===== src/hw/dcache_cfg.svh =====
`ifndef DCACHE_CFG_SVH
`define DCACHE_CFG_SVH

// Core-side address and data widths
`define DC_ADDR_BITS 32
`define DC_WORD_BITS 32

// 8 sets of 2 ways, 2 words per block
`define DC_CACHE_BITS 1024

// Backing memory depth in words
`define DC_MEM_WORDS 256

// Extra cycles a memory transfer is held off
`define DC_MEM_WAIT 2

// Entries in each request/response queue
`define DC_QUEUE_DEPTH 4

`endif

===== src/hw/dcache_pkg.sv =====
`default_nettype none

`include "dcache_cfg.svh"

package dcache_pkg;

  // Cache geometry, fixed at two ways and two-word blocks
  localparam int DC_SETS      = `DC_CACHE_BITS / (2 * 2 * `DC_WORD_BITS);
  localparam int DC_IDX_BITS  = $clog2(DC_SETS);
  localparam int DC_BYTE_BITS = $clog2(`DC_WORD_BITS / 8);
  localparam int DC_TAG_BITS  = `DC_ADDR_BITS - DC_IDX_BITS - 1 - DC_BYTE_BITS;

  typedef logic [`DC_WORD_BITS-1:0] word_t;

  typedef struct packed {
    logic [DC_TAG_BITS-1:0]  tag;
    logic [DC_IDX_BITS-1:0]  idx;
    logic                    blkoff;
    logic [DC_BYTE_BITS-1:0] bytoff;
  } dc_addr_t;

  typedef struct packed {
    logic                   valid;
    logic                   dirty;
    logic [DC_TAG_BITS-1:0] tag;
    word_t [1:0]            data;
  } dc_frame_t;

  typedef struct packed {
    logic     write;
    dc_addr_t addr;
    word_t    wdata;
  } ls_req_t;

  typedef enum logic [3:0] {
    // Request service
    ST_IDLE, ST_WB0, ST_WB1, ST_LOAD0, ST_LOAD1,
    // Flush sequence
    ST_SCAN, ST_FWR0, ST_FWR1, ST_FDONE
  } dc_state_t;

endpackage

`default_nettype wire


===== src/hw/mem_bus_if.sv =====
`default_nettype none

interface mem_bus_if import dcache_pkg::*; ();

  logic     ren;
  logic     wen;
  dc_addr_t addr;
  word_t    wdata;
  word_t    rdata;
  // Low only in the cycle a transfer completes
  logic     mem_wait;

  modport cache (output ren, wen, addr, wdata, input rdata, mem_wait);
  modport mem (input ren, wen, addr, wdata, output rdata, mem_wait);

endinterface

`default_nettype wire


===== src/hw/ls_req_if.sv =====
`default_nettype none

// Valid/ready channel carrying one payload of type T per transfer
interface ls_req_if #(
  parameter type T = logic
) ();

  logic valid;
  logic ready;
  T     payload;

  modport source (
    output valid,
    output payload,
    input  ready
  );

  modport sink (
    input  valid,
    input  payload,
    output ready
  );

endinterface

`default_nettype wire


===== src/hw/dcache_ctrl.sv =====
`default_nettype none

module dcache_ctrl import dcache_pkg::*; (
  input  logic      CLK,
  input  logic      nRST,
  ls_req_if.sink    req,
  ls_req_if.source  rsp,
  mem_bus_if.cache  mem,
  input  logic      flush,
  output logic      flushed
);

  localparam int FCW = DC_IDX_BITS + 2;

  dc_state_t state;
  dc_state_t next_state;

  dc_frame_t [DC_SETS-1:0][1:0] frames;
  logic      [DC_SETS-1:0]      lru;

  ls_req_t                rq;
  logic [DC_IDX_BITS-1:0] idx;
  dc_frame_t              f0;
  dc_frame_t              f1;
  logic                   hit0;
  logic                   hit1;
  logic                   hit_way;
  logic                   hit_go;
  logic                   victim_way;
  logic                   victim_q;
  dc_frame_t              wb_frame;
  logic                   mem_done;
  logic                   blk;

  // Flush walk: way 0 of every set, then way 1, then done bit
  logic [FCW-1:0]         flush_cnt;
  logic [DC_IDX_BITS-1:0] flush_set;
  logic                   flush_way;
  logic                   flush_end;
  dc_frame_t              fl_frame;

  assign rq  = req.payload;
  assign idx = rq.addr.idx;
  assign f0  = frames[idx][0];
  assign f1  = frames[idx][1];

  assign hit0    = f0.valid && (f0.tag == rq.addr.tag);
  assign hit1    = f1.valid && (f1.tag == rq.addr.tag);
  assign hit_way = hit1;

  // Fill an empty way first, else evict the LRU one
  assign victim_way = !f0.valid ? 1'b0 : (!f1.valid ? 1'b1 : lru[idx]);
  assign wb_frame   = frames[idx][victim_q];

  assign flush_set = flush_cnt[DC_IDX_BITS-1:0];
  assign flush_way = flush_cnt[DC_IDX_BITS];
  assign flush_end = flush_cnt[DC_IDX_BITS+1];
  assign fl_frame  = frames[flush_set][flush_way];

  assign mem_done = !mem.mem_wait;
  assign blk = (state == ST_WB1) || (state == ST_LOAD1) || (state == ST_FWR1);

  always_comb begin
    next_state  = state;
    hit_go      = 1'b0;
    req.ready   = 1'b0;
    rsp.valid   = 1'b0;
    rsp.payload = hit1 ? f1.data[rq.addr.blkoff] : f0.data[rq.addr.blkoff];
    mem.ren     = 1'b0;
    mem.wen     = 1'b0;
    mem.addr    = '0;
    mem.wdata   = '0;
    flushed     = 1'b0;

    case (state)
      ST_IDLE: begin
        if (flush && !req.valid) begin
          next_state = ST_SCAN;
        end else if (req.valid) begin
          if (hit0 || hit1) begin
            // Loads wait for room in the response queue
            if (rq.write || rsp.ready) begin
              hit_go    = 1'b1;
              req.ready = 1'b1;
              rsp.valid = !rq.write;
            end
          end else if (frames[idx][victim_way].dirty) begin
            next_state = ST_WB0;
          end else begin
            next_state = ST_LOAD0;
          end
        end
      end

      ST_WB0, ST_WB1: begin
        mem.wen   = 1'b1;
        mem.addr  = '{tag: wb_frame.tag, idx: idx, blkoff: blk, bytoff: '0};
        mem.wdata = wb_frame.data[blk];
        if (mem_done) begin
          next_state = (state == ST_WB0) ? ST_WB1 : ST_LOAD0;
        end
      end

      ST_LOAD0, ST_LOAD1: begin
        mem.ren  = 1'b1;
        mem.addr = '{tag: rq.addr.tag, idx: idx, blkoff: blk, bytoff: '0};
        if (mem_done) begin
          // Back to idle, where the request now hits
          next_state = (state == ST_LOAD0) ? ST_LOAD1 : ST_IDLE;
        end
      end

      ST_SCAN: begin
        if (flush_end) begin
          next_state = ST_FDONE;
        end else if (fl_frame.dirty) begin
          next_state = ST_FWR0;
        end
      end

      ST_FWR0, ST_FWR1: begin
        mem.wen   = 1'b1;
        mem.addr  = '{tag: fl_frame.tag, idx: flush_set, blkoff: blk, bytoff: '0};
        mem.wdata = fl_frame.data[blk];
        if (mem_done) begin
          next_state = (state == ST_FWR0) ? ST_FWR1 : ST_SCAN;
        end
      end

      ST_FDONE: begin
        flushed = 1'b1;
        if (!flush) begin
          next_state = ST_IDLE;
        end
      end

      default: next_state = ST_IDLE;
    endcase
  end

  always_ff @(posedge CLK, negedge nRST) begin
    if (!nRST) begin
      state     <= ST_IDLE;
      frames    <= '0;
      lru       <= '0;
      victim_q  <= 1'b0;
      flush_cnt <= '0;
    end else begin
      state <= next_state;
      case (state)
        ST_IDLE: begin
          if (hit_go) begin
            lru[idx] <= ~hit_way;
            if (rq.write) begin
              frames[idx][hit_way].data[rq.addr.blkoff] <= rq.wdata;
              frames[idx][hit_way].dirty <= 1'b1;
            end
          end
          if (req.valid && !(hit0 || hit1)) begin
            victim_q <= victim_way;
          end
          if (next_state == ST_SCAN) begin
            flush_cnt <= '0;
          end
        end

        ST_WB1: begin
          if (mem_done) begin
            frames[idx][victim_q].valid <= 1'b0;
            frames[idx][victim_q].dirty <= 1'b0;
          end
        end

        ST_LOAD0, ST_LOAD1: begin
          if (mem_done) begin
            frames[idx][victim_q].data[blk] <= mem.rdata;
            if (state == ST_LOAD1) begin
              frames[idx][victim_q].tag   <= rq.addr.tag;
              frames[idx][victim_q].valid <= 1'b1;
              frames[idx][victim_q].dirty <= 1'b0;
            end
          end
        end

        ST_SCAN: begin
          if (flush_end) begin
            lru <= '0;
          end else if (!fl_frame.dirty) begin
            // Clean way, drop it and move on
            frames[flush_set][flush_way].valid <= 1'b0;
            flush_cnt <= flush_cnt + 1'b1;
          end
        end

        ST_FWR1: begin
          if (mem_done) begin
            frames[flush_set][flush_way].valid <= 1'b0;
            frames[flush_set][flush_way].dirty <= 1'b0;
            flush_cnt <= flush_cnt + 1'b1;
          end
        end

        default: ;
      endcase
    end
  end

endmodule

`default_nettype wire


===== src/flat_wrapper.sv =====
// flat-port wrapper written by rule: the top's interface ports become plain ports
module dcache_ctrl_flat import dcache_pkg::*;
  (CLK, nRST, flush, flushed, req_valid, req_payload, req_ready, rsp_valid, rsp_payload, rsp_ready, mem_ren, mem_wen, mem_addr, mem_wdata, mem_rdata, mem_mem_wait);
  ls_req_if req_i ();
  ls_req_if rsp_i ();
  mem_bus_if mem_i ();
  input  logic CLK;
  input  logic nRST;
  input  logic flush;
  output logic flushed;
  input wire logic [$bits(req_i.valid)-1:0] req_valid;
  input wire logic [$bits(req_i.payload)-1:0] req_payload;
  output wire logic [$bits(req_i.ready)-1:0] req_ready;
  output wire logic [$bits(rsp_i.valid)-1:0] rsp_valid;
  output wire logic [$bits(rsp_i.payload)-1:0] rsp_payload;
  input wire logic [$bits(rsp_i.ready)-1:0] rsp_ready;
  output wire logic [$bits(mem_i.ren)-1:0] mem_ren;
  output wire logic [$bits(mem_i.wen)-1:0] mem_wen;
  output wire logic [$bits(mem_i.addr)-1:0] mem_addr;
  output wire logic [$bits(mem_i.wdata)-1:0] mem_wdata;
  input wire logic [$bits(mem_i.rdata)-1:0] mem_rdata;
  input wire logic [$bits(mem_i.mem_wait)-1:0] mem_mem_wait;
  assign req_i.valid = req_valid;
  assign req_i.payload = req_payload;
  assign req_ready = req_i.ready;
  assign rsp_valid = rsp_i.valid;
  assign rsp_payload = rsp_i.payload;
  assign rsp_i.ready = rsp_ready;
  assign mem_ren = mem_i.ren;
  assign mem_wen = mem_i.wen;
  assign mem_addr = mem_i.addr;
  assign mem_wdata = mem_i.wdata;
  assign mem_i.rdata = mem_rdata;
  assign mem_i.mem_wait = mem_mem_wait;
  dcache_ctrl u_core (.CLK(CLK), .nRST(nRST), .req(req_i), .rsp(rsp_i), .mem(mem_i), .flush(flush), .flushed(flushed));
endmodule

===== config.mk =====
export PLATFORM = sky130hd
export DESIGN_NAME = dcache_ctrl_flat
export DESIGN_NICKNAME = d
export VERILOG_FILES = /design/src/hw/dcache_pkg.sv /design/src/hw/mem_bus_if.sv /design/src/hw/ls_req_if.sv /design/src/hw/dcache_ctrl.sv /design/src/flat_wrapper.sv
export VERILOG_INCLUDE_DIRS = /design/src /design/src/hw
export SDC_FILE = /design/constraint.sdc
export NUM_CORES = 2
export LEC_CHECK = 0
export BUFFER_PORTS_ARGS = -buffer_cell sky130_fd_sc_hd__buf_2
export CAP_MARGIN = 20
export CORE_MARGIN = 2
export CORE_UTILIZATION = 45
export DETAILED_ROUTE_END_ITERATION = 6
export SYNTH_ARGS = -nofsm -noshare
export SYNTH_HDL_FRONTEND = slang
export SYNTH_SLANG_ARGS = --single-unit

===== constraint.sdc =====
create_clock -name CLK -period 2.2 [get_ports CLK]
set_input_delay 0.11 -clock CLK [delete_from_list [all_inputs] [get_ports CLK]]
set_output_delay 0.11 -clock CLK [all_outputs]
set_load 0.05 [all_outputs]

==> impl_results.rst <==
.. list-table::
   :header-rows: 1

   * - Metric
     - Value
   * - Result of the run
     - finished with violations
   * - Violated checks
     - setup timing
   * - Reported max-cap violation count
     - 0
   * - Number of design-rule violations left by the first detailed-router iteration
     - 3359
   * - Ratio of cells with drive above 1 in the final layout
     - 0.400
   * - Maximum clock path buffer count
     - 3
   * - Vias in the first global route
     - about 36000
   * - DIE HEIGHT
     - 363 um
   * - Distinct cell type count after synthesis
     - 81
   * - Drt total wl
     - around 170000 um
   * - Number of instances in the synthesized netlist
     - ~4800
   * - Net total in the final layout
     - 4358
   * - Maximum fanout along the worst path
     - 7
   * - Total number of placement rows
     - 131
   * - Delay of the slowest cell on the worst path
     - 520 ps
   * - Fin Clk Skew
     - 24.9 ps
   * - Leakage
     - 33.9 nW
   * - First-pass GRT wire length
     - 242000 um
   * - Mapped Area
     - 58100 sq um
   * - Number of antenna violations at the first check in global routing
     - 3
   * - Worst path arrival time
     - between 3000 and 4000 ps
   * - Final hold viol count
     - 0
   * - Final worst path period share
     - 1.53
   * - Clk slew on worst S/H paths
     - 70 ps
   * - Number of buffers and inverters on the critical path
     - 4
   * - Sinks on the clock net
     - 1469
   * - Number of I/O pins
     - 109
   * - Vias per std cell
     - 5.64
   * - Final weighted congestion in routability-driven placement
     - 0.830
   * - Drt drc
     - 0
   * - Finished Core Util
     - 0.563
   * - Sum of internal, switching and leakage power
     - 94.6 mW
   * - Worst min-delay path class
     - primary input to register
   * - Setup repair after global routing missed its margin
     - true
   * - Worst path required time
     - 2090 ps
   * - Family with the most delay on the worst path
     - compound AO/OA/AOI/OAI gates
   * - Mean post-synth cell area
     - 12.0 sq um
   * - Tot GR Track Use
     - 0.248
   * - Setup TNS
     - -109230 ps
   * - Pin count of the biggest net entering global routing
     - 110
   * - Critical Path Slowest Stage Cell
     - dfrtp_4
   * - Yosys warning total
     - 0
   * - Crit path kind
     - register to primary output
   * - Post-synth EDFFs
     - 0
   * - Final-report setup violation count
     - 256
   * - Pwr Density
     - 1310 nW/um^2
   * - Most common library cell in the layout ignoring fill and taps
     - dfrtp_1
   * - Number of buffers created by CTS
     - 149
   * - Worst-case hold slack
     - around 95 ps
   * - Highest Clock Rate
     - 296 MHz
   * - Slew Viols, Final
     - 0
   * - Slew headroom
     - 0.468
   * - Synth-to-Final Area Change
     - 23.8%
   * - Initial Utilization
     - 0.455
   * - Depth of the CTS H-tree
     - 4
   * - Min cycle time layout
     - 3370 ps
   * - Floorplan die area
     - 132000 sq um
   * - Crit end category
     - primary output
   * - First drt pass iteration count
     - 5
   * - Total overflow reported by the global router
     - 0
   * - Via count
     - 34400
   * - TritonCTS clock tree
     - built
   * - Least-Margin Pin Slew
     - roughly 800 ps
   * - Wire length per cell after detailed routing
     - 27.6 um
   * - Dpl hpwl
     - 104000 um
   * - Worst slack after detailed placement
     - -642 ps
   * - Number of input and output port buffers inserted
     - 105
   * - Post-synthesis sequential area ratio
     - 0.632
   * - Startpoint type of the worst setup path
     - register
   * - Cell-by-cell trace of the critical path
     - buf_4, clkbuf_16, buf_16, and4_1, a2111o_1, a211o_1, o211ai_1, o311ai_4, buf_12
   * - Antenna Violating Nets Remaining
     - 0
   * - Core area
     - 128000 sq um
   * - CTS Root Buffer Type
     - clkbuf_16
   * - Synth async-reset ratio
     - 1.00
   * - Most frequent cells in the layout
     - dfrtp_1, buf_4, mux2_2, clkbuf_16, buf_12
   * - Worst ir drop on vdd
     - 0.980 mV
   * - Die width
     - 363 um
   * - Post-synth top flop
     - dfrtp_1
   * - Clk Latency, worst-skew pair
     - 800 ps
   * - Synth Register Bits
     - 1469
   * - Crit path setup slack, layout
     - -1170 ps
-- timing repair --
| action | CTS | global route |
|---|---|---|
| endpoints found under the hold margin | 1605 | 0 |
| hold buffers | 38 | 0 |
| setup buffers | 95 | 93 |
| pin swaps | 101 | 136 |
| gates cloned | 16 | 30 |
| setup endpoints to repair | 241 | 257 |
| gates resized for setup | 346 | 318 |
-- Yosys cell counts, types with 65 or more instances --
master / number / area [sq um]
a21oi_1: 147 / 736
a221oi_1: 115 / 1010
a22oi_1: 138 / 1040
buf_2: 100 / 500
clkbuf_1: 1371 / 5150
dfrtp_1: 1469 / 36800
mux2_2: 292 / 3290
mux2i_1: 180 / 1800
mux4_2: 65 / 1460
nand2_1: 142 / 533
nor2_1: 80 / 300
o21ai_0: 108 / 541
-- worst min-delay path, delay by kind of cell --
family | cells | cell delay, ps
simple gates | 2 | 90
buf+inv | 2 | 650
-- worst paths after layout --
check,start,endpoint,slack (ps),cells past startpoint
max,u_core.flush_cnt[2]$_DFFE_PN0P_,mem_wdata[10],-1170,9
min,flush,u_core.state[3]$_DFF_PN0_,90,4
max reg2reg,u_core.flush_cnt[1]$_DFFE_PN0P_,u_core.flush_cnt[2]$_DFFE_PN0P_,-680,8
min reg2reg,register,register,370,0
max in group asynchronous,nRST,asynchronous set/reset pin,1470,4
min in group asynchronous,nRST,asynchronous set/reset pin,110,3
-- cells by family after synthesis --
group,share of synthesized area
adder cells (fa/ha/maj),0.000646
other,0.0000645
buffers and inverters,0.103
AO/OA/AOI/OAI,0.106
multiplexers,0.121
XOR/XNOR,0.000151
AND/OR/NAND/NOR,0.0366
flip-flops,0.632
-- routing by layer --
metal | global-route usage | up-vias | share of wire
li1 | - | 15000 | -
met1 | 0.361 | 17800 | 0.45
met2 | 0.369 | 1325 | 0.45
met3 | 0.0537 | 310 | 0.067
met4 | 0.0823 | 0 | 0.033
met5 | 0 | - | 0
-- power breakdown --
part / internal, mW / total [mW] / switching [mW] / leakage (nW)
registers: 27.8 / 28.6 / 0.791 / 20.4
clock network: 15.1 / 26.1 / 11.0 / 2.45
logic: 18.8 / 39.9 / 21.1 / 11.1
total: 61.7 / 94.6 / 32.8 / 33.9
-- stage by stage --
step / instances / cell area (sq um)
2_1_floorplan: 4846 / 59200
3_3_place_gp: 5577 / 61200
3_5_place_dp: 5577 / 61200
4_1_cts: 5986 / 69400
5_1_grt: 6094 / 71900
6_report: 6096 / 71900
-- cell type report --
type	instances	area, sq um
flip-flops and latches	1469	36800
inverters	10	47.5
clock inverters	52	762
repair buffers	848	10500
diodes	3	7.51
clock buffers	214	4260
well taps	1662	2080
fillers	9891	55900
multi-input cells	1838	17500
Power figures use the tool's default switching activity.
