File: src/hw/ls_req_if.sv
`default_nettype none

// Valid/ready channel carrying one payload of type T per transfer
interface ls_req_if #(
  parameter type T = logic
) ();

  logic valid;
  logic ready;
  T     payload;

  modport source (
    output valid,
    output payload,
    input  ready
  );

  modport sink (
    input  valid,
    input  payload,
    output ready
  );

endinterface

`default_nettype wire

File: src/hw/pipe_queue.sv
`default_nettype none

module pipe_queue #(
  parameter type T     = logic,
  parameter int  DEPTH = 4
) (
  input  logic      CLK,
  input  logic      nRST,
  ls_req_if.sink    in,
  ls_req_if.source  out
);

  localparam int PW = (DEPTH > 1) ? $clog2(DEPTH) : 1;
  localparam int CW = $clog2(DEPTH + 1);

  T               slots [DEPTH];
  logic [PW-1:0]  wr_ptr;
  logic [PW-1:0]  rd_ptr;
  logic [CW-1:0]  count;
  logic [CW-1:0]  count_next;
  logic           in_rdy;
  logic           push;
  logic           pop;

  assign push = in.valid && in_rdy;
  assign pop  = out.valid && out.ready;
  assign count_next = count + CW'(push) - CW'(pop);

  // Ready comes up one edge after reset
  assign in.ready    = in_rdy;
  assign out.valid   = (count != '0);
  assign out.payload = slots[rd_ptr];

  always_ff @(posedge CLK, negedge nRST) begin
    if (!nRST) begin
      wr_ptr <= '0;
      rd_ptr <= '0;
      count  <= '0;
      in_rdy <= 1'b0;
    end else begin
      if (push) begin
        wr_ptr <= (wr_ptr == PW'(DEPTH - 1)) ? '0 : wr_ptr + 1'b1;
      end
      if (pop) begin
        rd_ptr <= (rd_ptr == PW'(DEPTH - 1)) ? '0 : rd_ptr + 1'b1;
      end
      count  <= count_next;
      in_rdy <= (count_next != CW'(DEPTH));
    end
  end

  always_ff @(posedge CLK) begin
    if (push) begin
      slots[wr_ptr] <= in.payload;
    end
  end

endmodule

`default_nettype wire

File: src/flat_wrapper.sv
// flat-port wrapper written by rule: the top's interface ports become plain ports
module pipe_queue_flat 
#(
  parameter type T     = logic,
  parameter int  DEPTH = 4
)
  (CLK, nRST, in_valid, in_payload, in_ready, out_valid, out_payload, out_ready);
  ls_req_if #(.T(T)) in_i ();
  ls_req_if #(.T(T)) out_i ();
  input  logic CLK;
  input  logic nRST;
  input wire logic [$bits(in_i.valid)-1:0] in_valid;
  input wire logic [$bits(in_i.payload)-1:0] in_payload;
  output wire logic [$bits(in_i.ready)-1:0] in_ready;
  output wire logic [$bits(out_i.valid)-1:0] out_valid;
  output wire logic [$bits(out_i.payload)-1:0] out_payload;
  input wire logic [$bits(out_i.ready)-1:0] out_ready;
  assign in_i.valid = in_valid;
  assign in_i.payload = in_payload;
  assign in_ready = in_i.ready;
  assign out_valid = out_i.valid;
  assign out_payload = out_i.payload;
  assign out_i.ready = out_ready;
  pipe_queue #(.T(T), .DEPTH(DEPTH)) u_core (.CLK(CLK), .nRST(nRST), .in(in_i), .out(out_i));
endmodule
File: config.mk
export PLATFORM = sky130hd
export DESIGN_NAME = pipe_queue_flat
export DESIGN_NICKNAME = d
export VERILOG_FILES = /design/src/hw/ls_req_if.sv /design/src/hw/pipe_queue.sv /design/src/flat_wrapper.sv
export SDC_FILE = /design/constraint.sdc
export NUM_CORES = 1
export LEC_CHECK = 0
export ABC_AREA = 0
export BUFFER_PORTS_ARGS = -buffer_cell sky130_fd_sc_hd__buf_2
export CORE_AREA = 2 2 39 41
export DETAILED_ROUTE_END_ITERATION = 10
export DIE_AREA = 0 0 41 43
export PLACE_DENSITY = 0.67
export SLEW_MARGIN = 20
export SYNTH_ARGS = -nofsm -noshare
export SYNTH_HDL_FRONTEND = slang
export SYNTH_SLANG_ARGS = --single-unit
File: constraint.sdc
create_clock -name CLK -period 2.9 [get_ports CLK]
set_clock_uncertainty 0.05 [all_clocks]
set_input_delay 0.87 -clock CLK [delete_from_list [all_inputs] [get_ports CLK]]
set_output_delay 0.87 -clock CLK [all_outputs]
set_load 0.01 [all_outputs]
==> qor.csv, run 1 <==
metric;value;unit
outcome;finished, final reports clean;
sw power;0.238;mW
largest net degree at the start of global routing;9;
Slew HR;85.0;%
Slew Viols, Final;0;
gr usage total;10.6;%
worst-path maximum fanout;3;
complex-gate fraction of the synthesized area;3.41;%
maxcap violations;0;
met2 usage;15.9;%
Cells after Synth;45;
drt wl/cell;9.29;µm
Int Pwr;0.479;mW
main combinational cell family by area after synthesis;adder cells;
area share of and/or/nand/nor cells after synthesis;8.62;%
Leak;0.349;nW
Final Wtd Congestion;0.712;
Mapped Nets;58;
# hold bufs at CTS;0;
post-placement cell count;68;
R2R setup slack;670;ps
clk root buf;clkbuf_4;
Post-Synth XOR/XNOR Area;3.81;%
grt peak-use layer;met2;
vias in the first global route;323;
CP Data Arrival Time;2390;ps
worst reg-to-reg path cell count;7;
worst-case clock buffer depth;2;
share of cells above drive strength 1;33.9;%
Overflow after GRT;0;
endpoints failing setup;0;
grt met3 use;6.28;%
unrepaired setup endpoints after global routing;no;
Area contributors post-synth;dfrtp_1 (32%), edfxtp_1 (19%), ha_1 (14%);
Setup WS post-layout;591;ps
Slew @ Worst Pin;225;ps
clock slew at reported path FFs;60;ps
maximum clock rate;0.433;GHz
DIE WIDTH;41;µm
portion of netlist area occupied by mux cells;10.8;%
r2r endpoint;u_core.count[2]$_DFF_PN0_;
CTS Sinks;12;
Detail Route Antenna Nets;0;
setup TNS;0;ps
H-tree depth;1;
setup bufs post-CTS;0;
post-layout min period;2310;ps
area leader, netlist;dfrtp_1;
DRT iter0 DRCs;1;
DR pass1 iterations;2;
Worst Setup SP;out_ready;
DRT Wirelength;669;µm
sequential area share after synthesis;51.3;%
Initial Util;45.1;%
hold crit path type;in -> async;
Netlist Area Pre-Place;624;µm²
Net Sw Frac;33.2;%
reg-to-reg startpoint;u_core.count[1]$_DFF_PN0_;
core area;1380;µm²
IO Pins;8;
DR vias;331;
die span in y;43;µm
crit end category;flip-flop;
die area;1760;µm²
final critical-path share of the clock period;79.6;%
Clock Latency Late Sink;250;ps
post-cts sizing count;0;
Port Buf Inserts;7;
startpoint types;input pin;
drc violations;0;
M1 GR Usage;9.86;%
Syn. warnings;0;
Final Hold Fails;0;
via/cell ratio;4.60;
Yosys top cell area share;32.1;%
syn avg cell area;13.9;µm²
non-filler instance count after layout;72;
CP Data Required Time;2980;ps
kind of critical path;in -> reg;
Num CTS Buffers;3;
Hold WS;388;ps
# diodes;0;
PwrDens;1020;nW/µm²
Reg power frac;43.4;%
Yosys reg bits;12;
Yosys cell types;14;
CTS tree;built;
initial antenna violation count;0;
nets@finish;70;
dpl ws;296;ps
dpl hpwl;568;µm
first-pass GRT wire length;1160;µm
power share of the clock group;13.6;%
Peak VDD IR;0.462;mV
Combinational Power Share;43.1;%
# rows;14;
P&R area growth vs syn;13.0;%
Adder-Cell Fraction of Synth Area;17.2;%
most frequent cells in the layout;inv_1 (8), dfrtp_1 (8), ha_1 (7), buf_2 (7);
## area by class of cell
cell class / instances / area [µm²]
tap: 16 / 20.0
inverter: 8 / 30.0
sequential: 12 / 320
timing repair buffer: 7 / 35.0
multi-input combinational: 25 / 274
fill: 136 / 678
clock buffer: 4 / 26.3
## synthesized netlist by cell type, drive strengths merged
cell type and number:
and3 4, dfrtp 8, edfxtp 4, fa 1
ha 7, inv 8, mux2 4, mux4 1
nand2 2, nor2 3, o31ai 1, or3 1
xnor3 1
## through the flow
stage	utilization [%]	total power, mW	cell area, µm²
global route	51.0	0.794	706
CTS	51.0	0.733	706
finish	51.0	0.717	706
global placement	49.1	0.623	679
detailed placement	49.1	0.632	679
floorplan	-	0.558	624
## worst max path at each step
stage                                endpoint  slack, ps  depth (start not counted)
floorplan           u_core.count[2]$_DFF_PN0_        490                          7
global placement    u_core.count[2]$_DFF_PN0_        320                          8
detailed placement  u_core.count[2]$_DFF_PN0_        300                          8
CTS                 u_core.count[2]$_DFF_PN0_        590                          8
global route        u_core.count[2]$_DFF_PN0_        540                          8
finish              u_core.count[2]$_DFF_PN0_        590                          8
## registers in the layout, indices dropped and copies added, names as in the netlist
| signal | cells |
|---|---|
| u_core.count | 3 |
| u_core.in.ready | 1 |
| u_core.rd_ptr | 2 |
| u_core.slots | 4 |
| u_core.wr_ptr | 2 |
## power groups by stage
stage	clock (mW)	combinational, mW	sequential, mW
2_1_floorplan	0	0.254	0.304
3_3_place_gp	0	0.309	0.314
3_5_place_dp	0	0.316	0.316
4_1_cts	0.103	0.317	0.313
5_1_grt	0.116	0.358	0.321
6_report	0.0973	0.309	0.311
## layer usage
metal  up-vias  part of all wire (%)
met1       154                    43
li1        174                     -
met4         0                     0
met5         -                     0
met3         0                   3.0
met2         3                    54
## critical path: stages
cell and delay (ps):
buf_2 110, o31ai_4 60, inv_1 70, ha_1 280, inv_1 40, ha_1 190
fa_1 380, xnor3_2 380
## kinds of logic (layout without fill, tap and decap cells)
group,after synthesis,count (layout)
compound gates,1,1
xor+xnor,1,1
fa+ha+maj,8,8
buf+inv,8,19
flops,12,12
mux,5,5
simple gates,10,10
(Power assumes the default switching activity.)
==> run 2, diff against run 1 <==
--- a/config.mk
+++ b/config.mk
@@ -5,12 +5,12 @@
 export SDC_FILE = /design/constraint.sdc
 export NUM_CORES = 1
 export LEC_CHECK = 0
-export ABC_AREA = 0
+export ABC_AREA = 1
 export BUFFER_PORTS_ARGS = -buffer_cell sky130_fd_sc_hd__buf_2
 export CORE_AREA = 2 2 39 41
 export DETAILED_ROUTE_END_ITERATION = 10
 export DIE_AREA = 0 0 41 43
-export PLACE_DENSITY = 0.67
+export PLACE_DENSITY = 0.69
 export SLEW_MARGIN = 20
 export SYNTH_ARGS = -nofsm -noshare
 export SYNTH_HDL_FRONTEND = slang
==> constraint.sdc (replaced) <==
create_clock -name CLK -period 2.35 [get_ports CLK]
set_clock_uncertainty 0.05 [all_clocks]
set_input_delay 0.705 -clock CLK [delete_from_list [all_inputs] [get_ports CLK]]
set_output_delay 0.705 -clock CLK [all_outputs]
set_load 0.01 [all_outputs]
==> run 2 against run 1 <==
- die area stayed put
- combinational power rose by 36%
- largest power group is now combinational logic
- wire length rose by 33%
- flip-flop and latch count is the same
- total power is 28% higher
- sequential share of layout area decreased by 1.6 points
- synthesized cell count is 58% higher
- clock power is 34% higher
- cell count up 36%
- global-route usage grew 3.5 points
- largest cell class unchanged
- non-clock buffer count unchanged
==> qor.csv, run 2 <==
metric;value;unit
outcome;finished, final reports clean;
DR pass1 iterations;4;
sequential area share after synthesis;49.3;%
Setup WS post-layout;303;ps
vias in the first global route;381;
clock slew at reported path FFs;70;ps
Num CTS Buffers;3;
startpoint types;flip-flop;
Area contributors post-synth;dfrtp_1 (31%), edfxtp_1 (18%), ha_1 (13%);
Int Pwr;0.536;mW
die span in y;43;µm
setup bufs post-CTS;0;
Netlist Area Pre-Place;649;µm²
initial antenna violation count;0;
kind of critical path;reg -> reg;
CP Data Required Time;2460;ps
Net Sw Frac;41.4;%
core area;1380;µm²
syn avg cell area;9.15;µm²
slowest stage cell, crit path;fa_1;
Slew HR;86.1;%
Overflow after GRT;0;
hold crit path type;in -> async;
post-placement cell count;94;
drt wl/cell;9.07;µm
nets@finish;96;
maximum clock rate;0.489;GHz
Detail Route Antenna Nets;0;
Slew Viols, Final;0;
largest net degree at the start of global routing;9;
worst-path maximum fanout;4;
Yosys reg bits;12;
H-tree depth;1;
sw power;0.379;mW
Yosys top cell area share;30.8;%
Largest regs;u_core.slots (4), u_core.count (3);
# rows;14;
register with the most flip-flops;u_core.slots;
Post-synth EDFFs;4;
crit end category;flip-flop;
clk root buf;clkbuf_4;
via/cell ratio;4.74;
CTS Sinks;12;
Peak VDD IR;0.538;mV
dpl ws;80.7;ps
Clock Latency Late Sink;270;ps
asr flop ratio synth;66.7;%
Synth Flop Type;dfrtp_1;
gr usage total;14.1;%
DRT iter0 DRCs;13;
post-layout min period;2050;ps
PwrDens;1250;nW/µm²
Initial Util;46.9;%
Max stage delay on crit path;470;ps
# hold bufs at CTS;0;
drc violations;0;
CP Data Arrival Time;2160;ps
area leader, netlist;dfrtp_1;
# fillers;122;
Cells after Synth;71;
endpoints failing setup;0;
dpl hpwl;701;µm
post-placement cell area;704;µm²
Final Wtd Congestion;0.719;
first-pass GRT wire length;1540;µm
DRT Wirelength;889;µm
critical-path cell list;nor2_2 > nand2_2 > nand2_2 > inv_1 > ha_1 > inv_1 > ha_1 > fa_1 > nor2_1 > nand3_1;
Mapped Nets;84;
max reg flops;4;
maxcap violations;0;
DIE WIDTH;41;µm
post-cts sizing count;0;
Yosys cell types;15;
# diodes;0;
Reg power frac;39.8;%
Port Buf Inserts;7;
Slew @ Worst Pin;208;ps
most frequent cells in the layout;inv_1 (13), nand2_1 (13), dfrtp_1 (8), ha_1 (7), buf_2 (7);
Leak;0.383;nW
worst-case clock buffer depth;2;
Final Hold Fails;0;
non-filler instance count after layout;98;
power share of the clock group;14.2;%
DR vias;465;
IO Pins;8;
unrepaired setup endpoints after global routing;no;
share of cells above drive strength 1;22.0;%
setup TNS;0;ps
final instance area;731;µm²
P&R area growth vs syn;12.5;%
Post-synth top cells;inv_1 (13), nand2_1 (13), dfrtp_1 (8), ha_1 (7);
die area;1760;µm²
Combinational Power Share;46.0;%
Syn. warnings;0;
final critical-path share of the clock period;87.1;%
CTS tree;built;
run 2: cell types whose count changed after synthesis, moves of 2 or more:
cell,delta
nand2_1,+12
nand3_1,+6
inv_1,+5
and3_1,-4
mux2_2,-4
inv_2,+3
nand2_2,+3
nor2_1,+3
o21ai_1,+2
run 2: layout make-up:
type | instances | area (µm²) | area share [%]
Clock buffer | 3 | 22.5 | 3.08
Clock inverter | 1 | 3.75 | 0.514
Inverter | 16 | 60.1 | 8.22
Multi-Input combinational cell | 43 | 269 | 36.8
Sequential cell | 12 | 320 | 43.8
Tap cell | 16 | 20.0 | 2.74
Timing Repair Buffer | 7 | 35.0 | 4.79
run 2: worst max-delay path: cells and delay by family, from the launching register on:
family / cells / cell delay (ps)
adders and majority gates: 3 / 920
and+or+nand+nor: 5 / 480
DFF: 1 / 410
buffers and inverters: 2 / 80
run 2: power groups by stage:
stage / clock, mW / combinational (mW) / sequential, mW
final: 0.130 / 0.421 / 0.364
after floorplan: 0 / 0.333 / 0.356
after CTS: 0.137 / 0.423 / 0.366
after global placement: 0 / 0.408 / 0.364
after detailed placement: 0 / 0.420 / 0.370
after global routing: 0.145 / 0.502 / 0.376
run 2: kinds of logic after synthesis:
group | count (synthesis) | share of synthesized area, %
flops | 12 | 49.3
buf+inv | 16 | 9.25
compound gates | 4 | 3.47
simple gates | 31 | 21.4
fa+ha+maj | 8 | 16.6
run 2: worst paths after layout:
kind,endpoint,from,cells past startpoint,slack (ps)
max,u_core.in.ready$_DFF_PN0_,u_core.count[2]$_DFF_PN0_,10,300
min,u_core.rd_ptr[0]$_DFFE_PN0P_,nRST,1,210
max reg2reg,u_core.in.ready$_DFF_PN0_,u_core.count[2]$_DFF_PN0_,10,300
min reg2reg,u_core.rd_ptr[1]$_DFFE_PN0P_,u_core.rd_ptr[1]$_DFFE_PN0P_,2,490
max in group asynchronous,u_core.wr_ptr[1]$_DFFE_PN0N_,nRST,1,1880
min in group CLK,u_core.rd_ptr[1]$_DFFE_PN0P_,u_core.rd_ptr[1]$_DFFE_PN0P_,2,490
run 2: stage by stage:
| stage | utilization [%] | total power [mW] | hold WS [ps] |
|---|---|---|---|
| after CTS | 52.8 | 0.926 | 203 |
| after global placement | 50.9 | 0.772 | 469 |
| after global routing | 52.8 | 1.02 | 213 |
| final | 52.8 | 0.914 | 208 |
| after detailed placement | 50.9 | 0.790 | 485 |
| after floorplan | - | 0.689 | 359 |
run 2: per-layer routing:
layer	GRT usage (%)	up-vias	wire, µm
met2	17.8	15	378
li1	-	240	-
met1	17.4	205	406
met4	16.0	0	47
met3	3.14	5	56
met5	0	-	0
==> run 3, diff against run 2 <==
--- a/config.mk
+++ b/config.mk
@@ -5,12 +5,13 @@
 export SDC_FILE = /design/constraint.sdc
 export NUM_CORES = 1
 export LEC_CHECK = 0
-export ABC_AREA = 1
+export ABC_AREA = 0
 export BUFFER_PORTS_ARGS = -buffer_cell sky130_fd_sc_hd__buf_2
 export CORE_AREA = 2 2 39 41
 export DETAILED_ROUTE_END_ITERATION = 10
 export DIE_AREA = 0 0 41 43
-export PLACE_DENSITY = 0.69
+export MAX_ROUTING_LAYER = met4
+export PLACE_DENSITY = 0.67
 export SLEW_MARGIN = 20
 export SYNTH_ARGS = -nofsm -noshare
 export SYNTH_HDL_FRONTEND = slang
==> run 3 against run 2 <==
- critical path depth is 3 lower
- global-route usage decreased by 3.2 points
- design area down 2.4%
- total power is 1.8% lower
- hold slack gained 2.3 ps
- non-clock buffer count grew 1
- setup slack got worse by 140 ps
- clock power decreased by 4%
- sequential power increased by 5.5%
- clock-buffer cell count unchanged
- first-iteration DRC count decreased by 69%
- combinational power down 7.6%
==> qor.csv, run 3 (synthesized netlist as in run 1, its figures left out) <==
metric;value;unit
share of cells above drive strength 1;35.1;%
CP Data Arrival Time;2270;ps
CTS tree;built;
Clock Latency Late Sink;270;ps
setup bufs post-CTS;0;
Port Buf Inserts;7;
Initial Util;45.1;%
most frequent cells in the layout;inv_1 (8), dfrtp_1 (8), ha_1 (7), buf_2 (7);
die span in y;43;µm
DRT iter0 DRCs;4;
crit end category;flip-flop;
maxcap violations;0;
largest net degree at the start of global routing;9;
dpl hpwl;588;µm
CTS Sinks;12;
Num CTS Buffers;3;
vias in the first global route;347;
Total Power;0.898;mW
first-pass GRT wire length;1240;µm
Detail Route Antenna Nets;0;
DRT Wirelength;723;µm
PwrDens;1260;nW/µm²
Slew HR;87.9;%
post-cts sizing count;0;
maximum clock rate;0.457;GHz
initial antenna violation count;0;
startpoint types;flip-flop;
drc violations;0;
hold crit path type;in -> async;
final core utilization;51.5;%
worst-case clock buffer depth;2;
P&R area growth vs syn;14.2;%
Peak VDD IR;0.559;mV
clock slew at reported path FFs;70;ps
DIE WIDTH;41;µm
DR vias;340;
Leak;0.354;nW
non-filler instance count after layout;73;
unrepaired setup endpoints after global routing;no;
final critical-path share of the clock period;93.1;%
post-layout min period;2190;ps
worst-path maximum fanout;3;
# diodes;0;
setup TNS;0;ps
IO Pins;8;
nets@finish;71;
post-placement cell count;69;
Slew Viols, Final;0;
clk root buf;clkbuf_4;
endpoints failing setup;0;
die area;1760;µm²
DR pass1 iterations;3;
Overflow after GRT;0;
via/cell ratio;4.66;
Hold WS;210;ps
H-tree depth;1;
Largest regs;u_core.slots (4), u_core.count (3);
drt wl/cell;9.90;µm
max reg flops;4;
Slew @ Worst Pin;182;ps
kind of critical path;reg -> reg;
CP Data Required Time;2440;ps
gr usage total;10.9;%
Final Hold Fails;0;
Final Wtd Congestion;0.720;
register with the most flip-flops;u_core.slots;
core area;1380;µm²
# rows;14;
# fillers;118;
# hold bufs at CTS;0;
outcome;finished, final reports clean;
## run 3: cell types whose count changed in the layout (fill, tap and decap cells not counted), moves of 4 or more
cell     delta
nand3_1     -6
and3_1      +4
mux2_2      +4
nand2_1    -12
inv_1       -5
## run 3: worst paths after layout
| path | from | to | slack (ps) | depth (start not counted) |
|---|---|---|---|---|
| worst min-delay path | nRST | u_core.wr_ptr[0]$_DFFE_PN0N_ | 210 | 1 |
| worst max-delay path | u_core.count[2]$_DFF_PN0_ | u_core.count[2]$_DFF_PN0_ | 160 | 7 |
| worst min register to register | u_core.rd_ptr[1]$_DFFE_PN0P_ | u_core.rd_ptr[1]$_DFFE_PN0P_ | 520 | 1 |
| worst max register to register | u_core.count[2]$_DFF_PN0_ | u_core.count[2]$_DFF_PN0_ | 160 | 7 |
| max in group asynchronous | nRST | u_core.rd_ptr[0]$_DFFE_PN0P_ | 1880 | 1 |
| min in group CLK | u_core.rd_ptr[1]$_DFFE_PN0P_ | u_core.rd_ptr[1]$_DFFE_PN0P_ | 520 | 1 |
## run 3: routing by layer
| metal | global-route usage (%) | vias up | part of all wire (%) |
|---|---|---|---|
| met3 | 3.14 | 0 | 2.9 |
| met2 | 17.5 | 5 | 52 |
| met1 | 11.3 | 161 | 45 |
| met4 | 6.00 | 0 | 0 |
| met5 | - | - | 0 |
| li1 | - | 174 | - |
## run 3: stage by stage
stage          worst slack, ps  area [µm²]
2_1_floorplan              103         624
3_3_place_gp             -46.7         687
6_report                   162         713
4_1_cts                    140         713
5_1_grt                   51.1         713
3_5_place_dp             -57.6         687
## run 3: power by group
part / leakage (nW) / switching [mW] / internal, mW
Combinational: 0.210 / 0.163 / 0.226
Clock: 0.0154 / 0.0639 / 0.0613
Sequential: 0.128 / 0.0796 / 0.304
Total: 0.354 / 0.306 / 0.591
## run 3: cell type report
type | count | area [µm²] | share of cell area, %
flip-flops and latches | 12 | 320 | 44.9
multi-input cells | 25 | 274 | 38.4
repair buffers | 8 | 42.5 | 5.96
inverters | 8 | 30.0 | 4.21
clock buffers | 3 | 22.5 | 3.16
well taps | 16 | 20.0 | 2.81
clock inverters | 1 | 3.75 | 0.526
## run 3: critical path, cell delays in order (launching register included)
cell and delay [ps]:
dfrtp_1 420, o31ai_4 260, inv_1 60, ha_1 270
inv_1 40, ha_1 200, fa_1 390, xnor3_2 390
